==> config.mk <==
export PLATFORM = sky130hd
export DESIGN_NAME = registerFile
export DESIGN_NICKNAME = d
export VERILOG_FILES = /design/src/hdl/datapathPkg.sv /design/src/hdl/registerFile.sv
export SDC_FILE = /design/constraint.sdc
export NUM_CORES = 1
export LEC_CHECK = 0
export BUFFER_PORTS_ARGS = -buffer_cell sky130_fd_sc_hd__buf_4
export CORE_MARGIN = 3
export CORE_UTILIZATION = 50
export DETAILED_ROUTE_END_ITERATION = 8
export MAX_ROUTING_LAYER = met4
export PLACE_DENSITY = 0.69
export SYNTH_ARGS = -nofsm -noshare
export SYNTH_HDL_FRONTEND = slang
export SYNTH_SLANG_ARGS = --single-unit
==> constraint.sdc <==
create_clock -name Clock -period 7.2 [get_ports Clock]
set_input_delay 1.44 -clock Clock [delete_from_list [all_inputs] [get_ports Clock]]
set_output_delay 1.44 -clock Clock [all_outputs]
set_load 0.02 [all_outputs]
==> src/hdl/datapathPkg.sv <==
// Shared sizes, ALU operation codes, control word and instruction field layout for the datapath
package datapathPkg;

   localparam int WordWidth = 32;
   localparam int RegCount = 16;
   localparam int RegIndexWidth = 4;
   localparam int MemDepth = 512;
   localparam int MemAddrWidth = 9;

   typedef logic [WordWidth-1:0] word;

   typedef enum logic [3:0] {
      opAdd,
      opSub,
      opAnd,
      opOr,
      opShl,
      opShr,
      opNeg,
      opNot,
      opMul,
      opDiv
   } aluOp;

   // One-hot bus drivers, at most one high per cycle
   typedef struct packed {
      logic rfOut;
      logic pcOut;
      logic irOut;
      logic ryOut;
      logic rzLoOut;
      logic rzHiOut;
      logic marOut;
      logic rhiOut;
      logic rloOut;
      logic immOut;
      logic mdrOut;
      logic extOut;
   } busSources;

   typedef struct packed {
      logic rfIn;
      logic pcIn;
      logic irIn;
      logic ryIn;
      logic rzIn;
      logic marIn;
      logic rhiIn;
      logic rloIn;
      logic mdrIn;
      logic conIn;
   } registerLoads;

   typedef struct packed {
      busSources source;
      registerLoads load;
      logic gra;
      logic grb;
      logic grc;
      logic baOut;
      logic incPc;
      logic read;
      logic write;
      logic start;
      aluOp op;
   } controlWord;

   // The low 19 bits are read three ways depending on the instruction format
   typedef struct packed {
      logic [3:0] rc;
      logic [14:0] spare;
   } rcView;

   typedef struct packed {
      logic [16:0] spare;
      logic [1:0] c2;
   } condView;

   typedef union packed {
      logic [18:0] constant;
      rcView rcField;
      condView condField;
   } lowField;

   typedef struct packed {
      logic [4:0] opcode;
      logic [RegIndexWidth-1:0] ra;
      logic [RegIndexWidth-1:0] rb;
      lowField low;
   } instrFields;

endpackage

==> src/hdl/registerFile.sv <==
// General register file with sixteen words, one read port, one write port and a zeroable R0
`timescale 1ns/1ps

module registerFile (
   input  logic Clock,
   input  logic reset,
   input  logic [datapathPkg::RegIndexWidth-1:0] index,
   input  logic writeEnable,
   input  logic zeroR0,
   input  datapathPkg::word writeData,
   output datapathPkg::word readData
);

   datapathPkg::word regs [datapathPkg::RegCount];
   logic isR0;

   // Contents survive reset, only writes are held off while it is asserted
   always_ff @(posedge Clock) begin
      if (writeEnable && !reset) begin
         regs[index] <= writeData;
      end
   end

   assign isR0 = (index == '0);

   // Base-address mode reads R0 as a literal zero
   always_comb begin
      if (zeroR0 && isR0) begin
         readData = '0;
      end else begin
         readData = regs[index];
      end
   end

endmodule

==> results_dict.tcl <==
set metrics [dict create \
    combinational_family_with_the_most_area_after_synthesis "multiplexers" \
    ctsRootBufferMaster "clkbuf_16" \
    holdCritPathClass "input pin to flip-flop" \
    syn-num-nets 963 \
    dominantRegCellSynth "edfxtp_1" \
    synth_top_cell_area_share 0.780 \
    yosysTopAreaCell "edfxtp_1" \
    worst_slew_margin_rel 0.186 \
    die_width_um 205 \
    dieHeight_um 205 \
    ranking_of_synthesized_cells_by_area "edfxtp_1 78%, mux4_2 7.3%, mux2i_1 6.5%" \
    async_reset_ff_frac 0 \
    final.period_utilization 0.768 \
    synth_common_cells "512 x edfxtp_1, 128 x mux2i_1, 64 x a22o_1, 64 x mux4_2" \
    power_density_nw_per_um2 280 \
    syn_area_per_cell_sq_um 21.4 \
    routed_wl_um 42600 \
    dp_hpwl_um 21300 \
    grt_pass1_wl_um 63600 \
    synthToLayoutAreaGrowth_pct 14.4 \
    final_replace_weighted_congestion 0.725 \
    design_power_w 0.00633 \
    yosys-mux-area-fraction 0.138 \
    route.antenna.remaining_nets 0 \
    hold-path-cell-count 1 \
    postCtsHoldBufs 0 \
    synth-xor-area-share 0 \
    synth_edf_count 512 \
    critical_path_origin "index[0]" \
    syn_inst 923 \
    part_of_the_yosys_area_used_for_sequential_elements 0.780 \
    clock_slew_seen_by_the_registers_of_the_worst_setup_and_hold_paths_ns 0.06 \
    clkSinkCount 512 \
    cts.repair.resized 0 \
    worstSetupStartpointType "input pin" \
    peakVddDrop_mv 0.159 \
    largestRegisters "regs (512)" \
    drt_drc_violations_left 0 \
    grtUsageTotal 0.212 \
    rsz0062_at_grt "false" \
    boundaryPins 72 \
    tritoncts "done" \
    number_of_antenna_cells_inserted 0 \
    worst-endpoint-arrival_ns 4.09 \
    required_ns 5.76 \
    routed-via-count 9564 \
    number_of_h_tree_branching_levels 2 \
    post-cts-setup-buffer-count 0 \
    first_global_vias 9981 \
    cp_max_fo 99 \
    yosysWarningCount 0 \
    critical_path.endpoint_type "output pin" \
    max_cap_violations 0 \
    synth_compound_area_frac 0.0548 \
    post_route_cells_drive_above_1_share 0.247 \
    setup_total_negative_slack_ns 0 \
    synth_area_sq_um 19700 \
    grt_antenna_before_repair 0 \
    achievable-frequency_ghz 0.181 \
    die_area_sq_um 41800 \
    grt-ovfl-total 0 \
    core_sq_um 38800 \
    route.detailed.vias_per_inst 6.10 \
    routed_wire_per_std_cell_um 27.1 \
    ys_types 23 \
    clock_path_buffers 3 \
    floorplan.initialDensity 0.508 \
    yosysMostFrequentCell "edfxtp_1" \
    largest_reg_flops 512 \
    place.port_buffers 71 \
    detailed_router_s_first_iteration_violation_count 891 \
    final_hold_violation_count 0 \
    synth_adder_area_share 0 \
    top_register "regs" \
    finalWorstPathRequiredPeriod_ns 5.53 \
    crit_path_end "readData[31]" \
    tightestPinTransition_ns 1.22 \
    outcome "finished clean" \
    grt_start_max_net_pins 100 \
    numCtsBuffers 50 \
    layout.filler_cells 2806 \
    drtPass1Iterations 7 \
    setup.worst_path.class "input pin to output pin" \
    setup_viol 0 \
    fp_rows 72 \
    post_synth_and_or_nand_nor_area_fraction 0.00863 \
    p_leak_nw 7.49 \
    total_nets_final 1050 \
    synth.ff_latch_count 512 \
    drv_slew 0 \
]
## placed cells by master, fill, tap and decap left out, drive strengths merged
| master | netlist | routed |
|---|---|---|
| clkbuf | 30 | 55 |
| inv | 1 | 2 |
| clkinvlp | 0 | 5 |
| or4b | 1 | 1 |
| mux2i | 128 | 128 |
| and2 | 1 | 1 |
| or3b | 1 | 1 |
| nor3 | 4 | 4 |
| nor2 | 14 | 14 |
| o31ai | 32 | 32 |
| nand4b | 1 | 1 |
| a32oi | 32 | 32 |
| bufinv | 0 | 8 |
| nand2b | 1 | 1 |
| nand2 | 2 | 2 |
| nand4bb | 2 | 2 |
| edfxtp | 512 | 512 |
| nor2b | 3 | 3 |
| buf | 30 | 95 |
| mux4 | 64 | 64 |
| a22o | 64 | 64 |
| clkinv | 0 | 23 |
## how the worst min path moves through the flow
| stage | startpoint | to | slack, ns |
|---|---|---|---|
| detailed placement | writeData[30] | regs[3][30]$_DFFE_PP_ | 1.74 |
| global route | writeData[10] | regs[14][10]$_DFFE_PP_ | 1.16 |
| global placement | writeData[28] | regs[8][28]$_DFFE_PP_ | 1.73 |
| finish | writeData[28] | regs[0][28]$_DFFE_PP_ | 1.17 |
| floorplan | writeData[0] | regs[0][0]$_DFFE_PP_ | 1.54 |
| CTS | writeData[28] | regs[10][28]$_DFFE_PP_ | 1.14 |
## per-stage QoR
stage,instances,hold WS (ns),setup slack (ns),instance area [sq um],utilization
final,1568,1.17,1.67,22600,0.581
after global routing,1568,1.16,1.45,22600,0.581
after CTS,1568,1.14,1.63,22600,0.581
after detailed placement,1476,1.74,1.64,20900,0.538
after global placement,1476,1.73,1.64,20900,0.538
after floorplan,923,1.54,2.32,19700,-
## power breakdown
part | leakage [nW] | switching, W | internal, W
logic | 2.06 | 0.000212 | 0.000136
clock network | 0.813 | 0.00108 | 0.00158
registers | 4.61 | 0.00000762 | 0.00331
## layer usage
layer	global-route usage	share of wire	wire [um]	vias up
li1	-	-	-	4099
met1	0.282	0.42	17800	5086
met2	0.350	0.51	21700	307
met3	0.0289	0.048	2040	72
met4	0.0619	0.025	1050	0
met5	-	0	0	-
## logic make-up after synthesis
logic type,Yosys count
flip-flops,512
multiplexers,192
AO/OA/AOI/OAI,128
buffers and inverters,61
AND/OR/NAND/NOR,30
## cell type report
cell class	instances	area, sq um	area share
sequential	512	15400	0.681
multi-input combinational	350	4120	0.183
clock buffer	55	1290	0.0572
timing repair buffer	95	733	0.0325
tap	518	648	0.0287
clock inverter	37	387	0.0171
inverter	1	3.75	0.000166
## critical path: stages
cell     delay (ns)
buf_8          0.63
buf_12         0.62
mux4_2         0.58
a32oi_1        0.24
o31ai_1        0.16
buf_4          0.19
No activity file was read; power rests on OpenSTA's default activity.
