$ cat config.mk
export PLATFORM = sky130hd
export DESIGN_NAME = busFabric
export DESIGN_NICKNAME = d
export VERILOG_FILES = /design/src/hdl/datapathPkg.sv /design/src/hdl/busFabric.sv
export SDC_FILE = /design/constraint.sdc
export NUM_CORES = 1
export LEC_CHECK = 0
export BUFFER_PORTS_ARGS = -buffer_cell sky130_fd_sc_hd__clkbuf_2
export CORE_UTILIZATION = 55
export DETAILED_ROUTE_END_ITERATION = 7
export PLACE_DENSITY = 0.86
export SETUP_SLACK_MARGIN = 0.05
export SLEW_MARGIN = 15
export SYNTH_ARGS = -nofsm -noshare
export SYNTH_HDL_FRONTEND = slang
export SYNTH_SLANG_ARGS = --single-unit
$ cat constraint.sdc
create_clock -name Clock -period 3.65 [get_ports Clock]
set_clock_uncertainty 0.05 [all_clocks]
set_input_delay 0.1825 -clock Clock [delete_from_list [all_inputs] [get_ports Clock]]
set_output_delay 0.1825 -clock Clock [all_outputs]
set_load 0.01 [all_outputs]
$ cat src/hdl/datapathPkg.sv
// Shared sizes, ALU operation codes, control word and instruction field layout for the datapath
package datapathPkg;

   localparam int WordWidth = 32;
   localparam int RegCount = 16;
   localparam int RegIndexWidth = 4;
   localparam int MemDepth = 512;
   localparam int MemAddrWidth = 9;

   typedef logic [WordWidth-1:0] word;

   typedef enum logic [3:0] {
      opAdd,
      opSub,
      opAnd,
      opOr,
      opShl,
      opShr,
      opNeg,
      opNot,
      opMul,
      opDiv
   } aluOp;

   // One-hot bus drivers, at most one high per cycle
   typedef struct packed {
      logic rfOut;
      logic pcOut;
      logic irOut;
      logic ryOut;
      logic rzLoOut;
      logic rzHiOut;
      logic marOut;
      logic rhiOut;
      logic rloOut;
      logic immOut;
      logic mdrOut;
      logic extOut;
   } busSources;

   typedef struct packed {
      logic rfIn;
      logic pcIn;
      logic irIn;
      logic ryIn;
      logic rzIn;
      logic marIn;
      logic rhiIn;
      logic rloIn;
      logic mdrIn;
      logic conIn;
   } registerLoads;

   typedef struct packed {
      busSources source;
      registerLoads load;
      logic gra;
      logic grb;
      logic grc;
      logic baOut;
      logic incPc;
      logic read;
      logic write;
      logic start;
      aluOp op;
   } controlWord;

   // The low 19 bits are read three ways depending on the instruction format
   typedef struct packed {
      logic [3:0] rc;
      logic [14:0] spare;
   } rcView;

   typedef struct packed {
      logic [16:0] spare;
      logic [1:0] c2;
   } condView;

   typedef union packed {
      logic [18:0] constant;
      rcView rcField;
      condView condField;
   } lowField;

   typedef struct packed {
      logic [4:0] opcode;
      logic [RegIndexWidth-1:0] ra;
      logic [RegIndexWidth-1:0] rb;
      lowField low;
   } instrFields;

endpackage

$ cat src/hdl/busFabric.sv
// Special registers of the datapath and the single shared bus multiplexer
`timescale 1ns/1ps

module busFabric (
   input  logic Clock,
   input  logic reset,
   input  datapathPkg::controlWord ctrl,
   input  datapathPkg::word rfValue,
   input  datapathPkg::word mdrValue,
   input  datapathPkg::word marValue,
   input  datapathPkg::word immValue,
   input  datapathPkg::word externalIn,
   input  logic [2*datapathPkg::WordWidth-1:0] aluResult,
   input  logic aluFinished,
   output datapathPkg::word bus,
   output datapathPkg::word yValue,
   output datapathPkg::instrFields ir
);

   localparam int W = datapathPkg::WordWidth;

   datapathPkg::word pc;
   datapathPkg::word hi;
   datapathPkg::word lo;
   logic [2*W-1:0] z;
   datapathPkg::busSources src;

   assign src = ctrl.source;

   // Sources are one-hot so an AND-OR tree is enough, and idle bus reads zero
   assign bus = ({W{src.rfOut}} & rfValue)
              | ({W{src.pcOut}} & pc)
              | ({W{src.irOut}} & W'(ir))
              | ({W{src.ryOut}} & yValue)
              | ({W{src.rzLoOut}} & z[W-1:0])
              | ({W{src.rzHiOut}} & z[2*W-1:W])
              | ({W{src.marOut}} & marValue)
              | ({W{src.rhiOut}} & hi)
              | ({W{src.rloOut}} & lo)
              | ({W{src.immOut}} & immValue)
              | ({W{src.mdrOut}} & mdrValue)
              | ({W{src.extOut}} & externalIn);

   always_ff @(posedge Clock) begin
      if (reset) begin
         pc <= '0;
         ir <= '0;
         yValue <= '0;
         z <= '0;
         hi <= '0;
         lo <= '0;
      end else begin
         // A direct PC load wins over the increment
         if (ctrl.load.pcIn) begin
            pc <= bus;
         end else if (ctrl.incPc) begin
            pc <= pc + W'(1);
         end
         if (ctrl.load.irIn) begin
            ir <= bus;
         end
         if (ctrl.load.ryIn) begin
            yValue <= bus;
         end
         // Z waits for the ALU pulse, rzIn is held until then
         if (ctrl.load.rzIn && aluFinished) begin
            z <= aluResult;
         end
         if (ctrl.load.rhiIn) begin
            hi <= bus;
         end
         if (ctrl.load.rloIn) begin
            lo <= bus;
         end
      end
   end

endmodule

==> flow_summary.ini <==
[critical_path]
max_stage_delay_ns = 0.52
required_ns = 3.42
path_common_cell = clkbuf_2
worstSetupPathType = input port to primary output
crit_fanout = 32
worst_setup_path_end_kind = primary output
cp-start-kind = input port
cp.arrival_ns = 2.28
crit_slowest_cell = clkbuf_2
crit_chain = clkbuf_2, a22o_1, a221oi_1, and3_1, inv_1, clkbuf_2

[synth]
synth_edf_count = 0
synth_cell_type_count = 36
syn_area_per_cell_um2 = 8.38
synth_nets = 1500
syn-cell-area_um2 = 10400
synth-seq-cells = 224
synthArstFlopShare_pct = 0
synthCells = 1238
synth-seq-area-share_pct = 43.2
yosys_warnings = 0
synth_ff_type = dfxtp_1

[detailed_routing]
route.detailed.drc = 0
drt-total-wl_um = 39200
viasPerCell = 6.50
drtIter0Drc = 1228
drtAntennaViolNets = 0
dr_total_vias = 11584
firstDrtPassIters = 6
wire_per_inst_um = 22.0

[power]
p_leak_nw = 5.78
power_mw = 6.35
p_per_area_nw_per_um2 = 475
vdd.ir_drop.worst_mv = 0.395

[status]
status = completed

[sta]
finalHoldViolations = 0
min_period_ns = 2.51
post-route-period-util_pct = 68.8
tightestPinTransition_ns = 1.12
max_freq_mhz = 398
rsz0062_at_grt = no
fin_tns_setup_ns = 0
finalMaxSlewViolations = 0
finalSetupViolCount = 0
slew_headroom_pct = 25.6

[grt]
antenna_found_initial = 2
grt_pass1_vias = 10888
globalRouteOverflowTotal = 0
use_met2_pct = 61.8
grt_pass1_wl_um = 59200
busiest_layer = met2
grt_max_degree = 119
grt_usage_pct = 38.6
gr-usage-met3_pct = 9.08
grtUsageMet1_pct = 48.5

[cts]
numCtsBuffers = 24
cts_tree = yes
ctsResizeCount = 0
post_cts_buffers = 0
postCtsHoldBufs = 64
cts.sinks = 224
clock_path_buffers = 3
cts_root_buf = clkbuf_16
htreeDepth = 1
clk_pin_slew_ns = 0.06
insertion_delay_ns = 0.51

[floorplanning]
die_w_um = 139
core_area_um2 = 18200
initial_core_util_pct = 57.0
die_h_um = 139
rows = 49
num_io_pins = 357
dieArea_um2 = 19400

[job]
cap_violations = 0

[layout]
fillers = 1359
drive_above_1_share_pct = 25.6
layout.nets = 1797
syn_to_final_growth_pct = 28.9

[placed_design]
gp_congestion = 0.906
dp_hpwl_um = 24300
io_buffer_count = 341

[hold_path]
min_path_type = input port to flip-flop
## path summary, 6_finish.rpt
path,start,depth (start not counted),to,slack (ns)
setup / recovery,ctrl[25],6,bus[26],1.14
hold / removal,ctrl[7],4,pc[0],0.13
setup reg to reg,pc[1],6,pc[22],1.40
hold reg to reg,z[53],2,z[53],0.40
## cell usage after synthesis (2+ instances only)
library cell / number / area [µm²]
xor2_1: 9 / 78.8
a22o_1: 96 / 841
buf_2: 11 / 55.1
nor4_1: 10 / 62.6
o21ai_0: 2 / 10.0
a21o_1: 12 / 90.1
buf_1: 9 / 33.8
dfxtp_1: 224 / 4480
and3_1: 37 / 231
o21a_1: 2 / 15.0
a221oi_1: 98 / 858
clkbuf_1: 123 / 462
nand4_1: 7 / 43.8
a211oi_1: 146 / 1100
nor2_1: 144 / 541
a21oi_1: 76 / 380
inv_1: 33 / 124
nand3_1: 11 / 55.1
and4_1: 7 / 61.3
nand2_1: 142 / 533
nor3_1: 7 / 35.0
nand4_2: 2 / 25.0
xnor2_1: 17 / 149
## per-stage QoR
| stage | cells | setup WS, ns | area (µm²) | hold slack (ns) | util [%] |
|---|---|---|---|---|---|
| floorplan | 1238 | 1.87 | 10400 | 0.268 | - |
| global placement | 1674 | 1.29 | 11900 | 0.358 | 65.4 |
| detailed placement | 1674 | 1.28 | 11900 | 0.361 | 65.4 |
| CTS | 1781 | 1.28 | 13400 | 0.120 | 73.5 |
| global route | 1783 | 1.13 | 13400 | 0.196 | 73.5 |
| finish | 1783 | 1.14 | 13400 | 0.131 | 73.5 |
## worst max-delay path: cells and delay by family
family	cells	cell delay [ns]
AO/OA/AOI/OAI	2	0.87
buffers and inverters	3	0.74
AND/OR/NAND/NOR	1	0.48
## report_power, final
group | internal [mW] | switching, mW
Combinational | 0.464 | 0.597
Sequential | 2.63 | 0.152
Clock | 1.52 | 0.990
## per-layer routing
layer  routed length, µm  up-vias
met2               17900      891
met4                1850        0
met3                4720      156
met1               14600     5344
li1                    -     5193
met5                   0        -
## area by class of cell
type                            count  area, µm²  share of cell area [%]
Antenna cell                        2       5.00                  0.0374
Timing Repair Buffer              416       2450                    18.3
Clock buffer                       39        778                    5.82
Sequential cell                   224       4480                    33.5
Inverter                           33        124                   0.926
Clock inverter                      4       47.5                   0.355
Tap cell                          229        287                    2.14
Multi-Input combinational cell    836       5210                    38.9
## cells by family after synthesis
| kind of cell | Yosys count | synth area share (%) |
|---|---|---|
| fa+ha+maj | 1 | 0.121 |
| compound gates | 435 | 32.0 |
| buf+inv | 178 | 6.68 |
| xor+xnor | 26 | 2.19 |
| flops | 224 | 43.2 |
| simple gates | 374 | 15.8 |
## registers in the layout, indices dropped and copies added, names as in the netlist
signal  count
hi         32
lo         32
z          64
ir         32
pc         32
yValue     32
## placed cells by master (no fill, tap or decap), types with 10 or more instances in the layout
| master | n |
|---|---|
| clkbuf_2 | 340 |
| dfxtp_1 | 224 |
| a211oi_1 | 146 |
| nor2_1 | 144 |
| nand2_1 | 141 |
| a221oi_1 | 98 |
| a22o_1 | 96 |
| a21oi_1 | 76 |
| dlygate4sd3_1 | 64 |
| and3_1 | 37 |
| inv_1 | 33 |
| clkbuf_16 | 25 |
| xnor2_1 | 17 |
| a21o_1 | 12 |
| nand3_1 | 11 |
| nor4_1 | 10 |
| clkbuf_8 | 10 |
| buf_4 | 10 |
Power figures use the tool's default switching activity.
