$ cat src/hdl/datapathPkg.sv
// Shared sizes, ALU operation codes, control word and instruction field layout for the datapath
package datapathPkg;

   localparam int WordWidth = 32;
   localparam int RegCount = 16;
   localparam int RegIndexWidth = 4;
   localparam int MemDepth = 512;
   localparam int MemAddrWidth = 9;

   typedef logic [WordWidth-1:0] word;

   typedef enum logic [3:0] {
      opAdd,
      opSub,
      opAnd,
      opOr,
      opShl,
      opShr,
      opNeg,
      opNot,
      opMul,
      opDiv
   } aluOp;

   // One-hot bus drivers, at most one high per cycle
   typedef struct packed {
      logic rfOut;
      logic pcOut;
      logic irOut;
      logic ryOut;
      logic rzLoOut;
      logic rzHiOut;
      logic marOut;
      logic rhiOut;
      logic rloOut;
      logic immOut;
      logic mdrOut;
      logic extOut;
   } busSources;

   typedef struct packed {
      logic rfIn;
      logic pcIn;
      logic irIn;
      logic ryIn;
      logic rzIn;
      logic marIn;
      logic rhiIn;
      logic rloIn;
      logic mdrIn;
      logic conIn;
   } registerLoads;

   typedef struct packed {
      busSources source;
      registerLoads load;
      logic gra;
      logic grb;
      logic grc;
      logic baOut;
      logic incPc;
      logic read;
      logic write;
      logic start;
      aluOp op;
   } controlWord;

   // The low 19 bits are read three ways depending on the instruction format
   typedef struct packed {
      logic [3:0] rc;
      logic [14:0] spare;
   } rcView;

   typedef struct packed {
      logic [16:0] spare;
      logic [1:0] c2;
   } condView;

   typedef union packed {
      logic [18:0] constant;
      rcView rcField;
      condView condField;
   } lowField;

   typedef struct packed {
      logic [4:0] opcode;
      logic [RegIndexWidth-1:0] ra;
      logic [RegIndexWidth-1:0] rb;
      lowField low;
   } instrFields;

endpackage

$ cat src/hdl/instructionDecode.sv
// Instruction field decode with register select, immediate sign extension and condition flag
`timescale 1ns/1ps

module instructionDecode (
   input  logic Clock,
   input  logic reset,
   input  datapathPkg::instrFields ir,
   input  datapathPkg::controlWord ctrl,
   input  datapathPkg::word bus,
   output logic [datapathPkg::RegIndexWidth-1:0] regIndex,
   output datapathPkg::word immValue,
   output logic conFlag
);

   localparam int ConstWidth = 19;

   logic condMet;
   logic busZero;
   logic busNegative;

   // Gra takes priority when the sequencer raises more than one select
   always_comb begin
      if (ctrl.gra) begin
         regIndex = ir.ra;
      end else if (ctrl.grb) begin
         regIndex = ir.rb;
      end else if (ctrl.grc) begin
         regIndex = ir.low.rcField.rc;
      end else begin
         regIndex = '0;
      end
   end

   assign immValue = {{(datapathPkg::WordWidth - ConstWidth){ir.low.constant[ConstWidth-1]}},
                      ir.low.constant};

   assign busZero = (bus == '0);
   assign busNegative = bus[datapathPkg::WordWidth-1];

   // Branch condition codes from c2
   always_comb begin
      case (ir.low.condField.c2)
         2'd0: condMet = busZero;
         2'd1: condMet = !busZero;
         2'd2: condMet = !busNegative;
         default: condMet = busNegative;
      endcase
   end

   always_ff @(posedge Clock) begin
      if (reset) begin
         conFlag <= 1'b0;
      end else if (ctrl.load.conIn) begin
         conFlag <= condMet;
      end
   end

endmodule

$ cat config.mk
export PLATFORM = sky130hd
export DESIGN_NAME = instructionDecode
export DESIGN_NICKNAME = d
export VERILOG_FILES = /design/src/hdl/datapathPkg.sv /design/src/hdl/instructionDecode.sv
export SDC_FILE = /design/constraint.sdc
export NUM_CORES = 1
export LEC_CHECK = 0
export ABC_CLOCK_PERIOD_IN_PS = 1500
export BUFFER_PORTS_ARGS = -buffer_cell sky130_fd_sc_hd__clkbuf_2
export CAP_MARGIN = 10
export CELL_PAD_IN_SITES_DETAIL_PLACEMENT = 0
export CELL_PAD_IN_SITES_GLOBAL_PLACEMENT = 2
export CORE_UTILIZATION = 10
export CTS_BUF_LIST = sky130_fd_sc_hd__clkbuf_4 sky130_fd_sc_hd__clkbuf_8
export DETAILED_ROUTE_END_ITERATION = 8
export GPL_TIMING_DRIVEN = 0
export PLACE_DENSITY_LB_ADDON = 0.05
export SLEW_MARGIN = 5
export SYNTH_ARGS = -nofsm -noshare
export SYNTH_HDL_FRONTEND = slang
export SYNTH_SLANG_ARGS = --single-unit
$ cat constraint.sdc
create_clock -name Clock -period 1.5 [get_ports Clock]
set_input_delay 0.3 -clock Clock [delete_from_list [all_inputs] [get_ports Clock]]
set_output_delay 0.3 -clock Clock [all_outputs]
set_load 0.05 [all_outputs]
==> impl_metrics.py <==
metrics = {
    "pwr": {
        "cellLeakagePower_nw": 0.591,
        "cellInternalPower_mw": 0.182,
        "power_switching_share": 0.608,
        "max-vdd-ir-drop_v": 0.000120,
        "power.share.sequential": 0.065,
        "power_density_nw_per_um2": 454,
        "power_frac_comb": 0.935,
        "clock_power_share": 0,
        "netSwitchingPower_mw": 0.283,
    },
    "floorplan": {
        "rows": 24,
        "floorplan.core_area_um2": 4410,
        "boundaryPins": 137,
        "floorplan.die.height_um": 70.1,
        "die_area_um2": 4920,
        "floorplan.initialDensity": 0.105,
        "fp.dieW_um": 70.1,
    },
    "detailed_routing": {
        "drt_iter0_markers": 5,
        "routed_via_density": 3.62,
        "wl_per_cell_um": 8.42,
        "drt-total-wl_um": 1780,
        "detailroute.via_count": 768,
        "drc": 0,
        "ant_nets": 0,
        "number_of_optimization_iterations_in_the_first_detailed_route_pass": 4,
    },
    "cells_and_area": {
        "layout-drive-gt1-share": 0.794,
        "nFillCells": 501,
        "synthToLayoutAreaGrowth_pct": 120,
        "antenna_diode_count": 0,
        "largestRegisters": "conFlag (1)",
        "final-instance-count-excl-fill": 212,
        "layout.nets": 262,
        "regArea_um2": 20.0,
        "multi_input_comb_area_um2": 248,
        "regMostFlops": "conFlag",
        "largest_reg_flops": 1,
    },
    "logic_synthesis": {
        "mappedNetlistArea_um2": 464,
        "synth_top_area_cell": "buf_4",
        "synth_seq_cells": 1,
        "ys_types": 16,
        "synth-warning-count": 0,
        "synth.top_cells.by_area": "buf_4 (52%), nor4_1 (9.4%), nand2_1 (7.3%), o21ai_0 (5.4%), dfxtp_1 (4.3%)",
        "seq_area_frac_synth": 0.0431,
        "postSynthNetCount": 171,
        "synthCells": 71,
        "mean_instance_size_in_the_synthesized_netlist_um2": 6.54,
        "post-synth-top-area-fraction": 0.518,
    },
    "clock_network": {
        "clk_pin_slew_ns": 0,
        "postCtsHoldBufs": 0,
        "clk-insertion-delay-late_ns": 0,
    },
    "sta": {
        "final.setup_skew_ns": 0,
        "clock.fmax_mhz": 643,
        "worst-slew-pin-transition_ns": 0.286,
        "post-route-period-util": 1.04,
        "grt_setup_unrepaired": "yes",
        "drv_slew": 0,
        "finalSetupViolations": 1,
        "final.setup.worst_slack_ns": -0.0558,
        "hold_ws_ns": 0.650,
        "report.final.hold_viol_count": 0,
        "totalNegativeSetupSlack_ns": -0.0558,
        "final_period_minus_worst_setup_slack_ns": 1.56,
        "slew_headroom": 0.810,
    },
    "critical_path": {
        "setup.worst_path.class": "input pin to register",
        "worst_setup_path_start_kind": "input pin",
        "worstSetupEndpointType": "register",
        "worst-path-max-fanout": 2,
        "worst_r2r_startpoint": "conFlag",
        "worst-r2r-cell-count": 3,
        "r2r_setup_slack_ns": 0.66,
        "slowest_delay_ns": 0.50,
        "regToRegEndpoint": "conFlag",
        "worst_ep_required_time_ns": 1.38,
        "cp-startpoint": "bus[8]",
        "timing.critical_path.cells": "clkbuf_2, nor4_4, nand2_1, or4_1, and4_1",
        "worstPathArrival_ns": 1.44,
        "slowest_stage": "or4_1",
    },
    "global_routing": {
        "grt_remaining_overflow": 0,
        "grtUsageTotal": 0.0663,
        "antenna_found_initial": 0,
        "first_global_vias": 719,
        "grt_pass1_wl_um": 2840,
        "grt_max_degree": 16,
    },
    "placement": {
        "post-dp-hpwl_um": 1680,
        "dp_cells": 211,
        "port_buffers": 88,
        "gpl.final_weighted_congestion": 0.621,
    },
    "worst_hold_path": {
        "min-delay-path-class": "input pin to register",
        "hold-path-endpoint": "conFlag",
        "min_from": "reset",
        "hold_depth": 3,
    },
    "outcome": {
        "status": "finished with violations",
        "violations": "setup timing",
    },
    "job": {
        "maxCapViolations": 0,
    },
}
-- worst max-delay path: cells and delay by family --
kind                   cells  cell delay, ns
and+or+nand+nor            4            1.04
buffers and inverters      1            0.10
-- power by group through the flow --
stage,Clock (mW),Sequential [mW],Combinational [mW]
2_1_floorplan,0,0.0369,0.291
3_3_place_gp,0,0.0301,0.428
3_5_place_dp,0,0.0301,0.427
4_1_cts,0,0.0301,0.435
5_1_grt,0,0.0304,0.461
6_report,0,0.0301,0.435
-- cell usage after synthesis --
cell type,n
nor2b_1,2
a22oi_1,2
nand2_1,9
nor4_1,7
a21oi_1,2
nor3b_1,1
nor2_1,4
nor3_1,1
buf_4,32
nand3_1,1
dfxtp_1,1
a311oi_1,1
nand4_1,1
or4_1,1
and4_1,1
o21ai_0,5
-- stage by stage --
step | setup slack, ns | util | cell area, um2 | power (mW)
final | -0.0558 | 0.232 | 1020 | 0.465
after global routing | -0.139 | 0.232 | 1020 | 0.492
after CTS | -0.0597 | 0.228 | 1000 | 0.465
after detailed placement | -0.189 | 0.221 | 973 | 0.458
after global placement | -0.221 | 0.221 | 973 | 0.458
after floorplan | -0.0315 | - | 468 | 0.328
-- cell families after synthesis --
family,synth area share
AND/OR/NAND/NOR,0.313
AO/OA/AOI/OAI,0.127
flip-flops,0.0431
buffers and inverters,0.518
-- final cells by class --
type,instances,area share
timing repair buffer,89,0.440
multi-input combinational,38,0.242
buffer,32,0.235
tap,52,0.0636
sequential,1,0.0196
-- timing repair --
action,4_1_cts,5_1_grt
setup buffers,0,1
pin swaps,6,2
gates resized for setup,5,4
endpoints found under the setup margin,1,3
-- metal layers --
metal,vias up,track usage,part of all wire
li1,401,-,-
met1,312,0.0634,0.33
met2,55,0.145,0.56
met3,0,0.0101,0.11
met4,0,0.00889,0
met5,-,0,0
-- placed cells by master (no fill, tap or decap) --
master,instances
nor3_1,1
o21ai_2,1
nor2_1,4
nor3b_1,1
a21oi_1,2
dfxtp_1,1
buf_4,33
and4_1,1
a22oi_1,2
nor4_2,4
nor4_1,2
nand4_1,1
clkbuf_4,1
or4_1,1
nor4_4,1
nand3_1,1
o21ai_1,3
nand2_1,9
buf_2,1
o21ai_0,1
nor2b_1,2
a311oi_1,1
clkbuf_2,86
-- worst max-delay path by stage --
stage,to,slack (ns)
after global routing,conFlag,-0.14
after CTS,conFlag,-0.06
final,conFlag,-0.06
after global placement,conFlag,-0.22
after detailed placement,conFlag,-0.19
after floorplan,regIndex[2],-0.03
No activity file was read; power rests on OpenSTA's default activity.
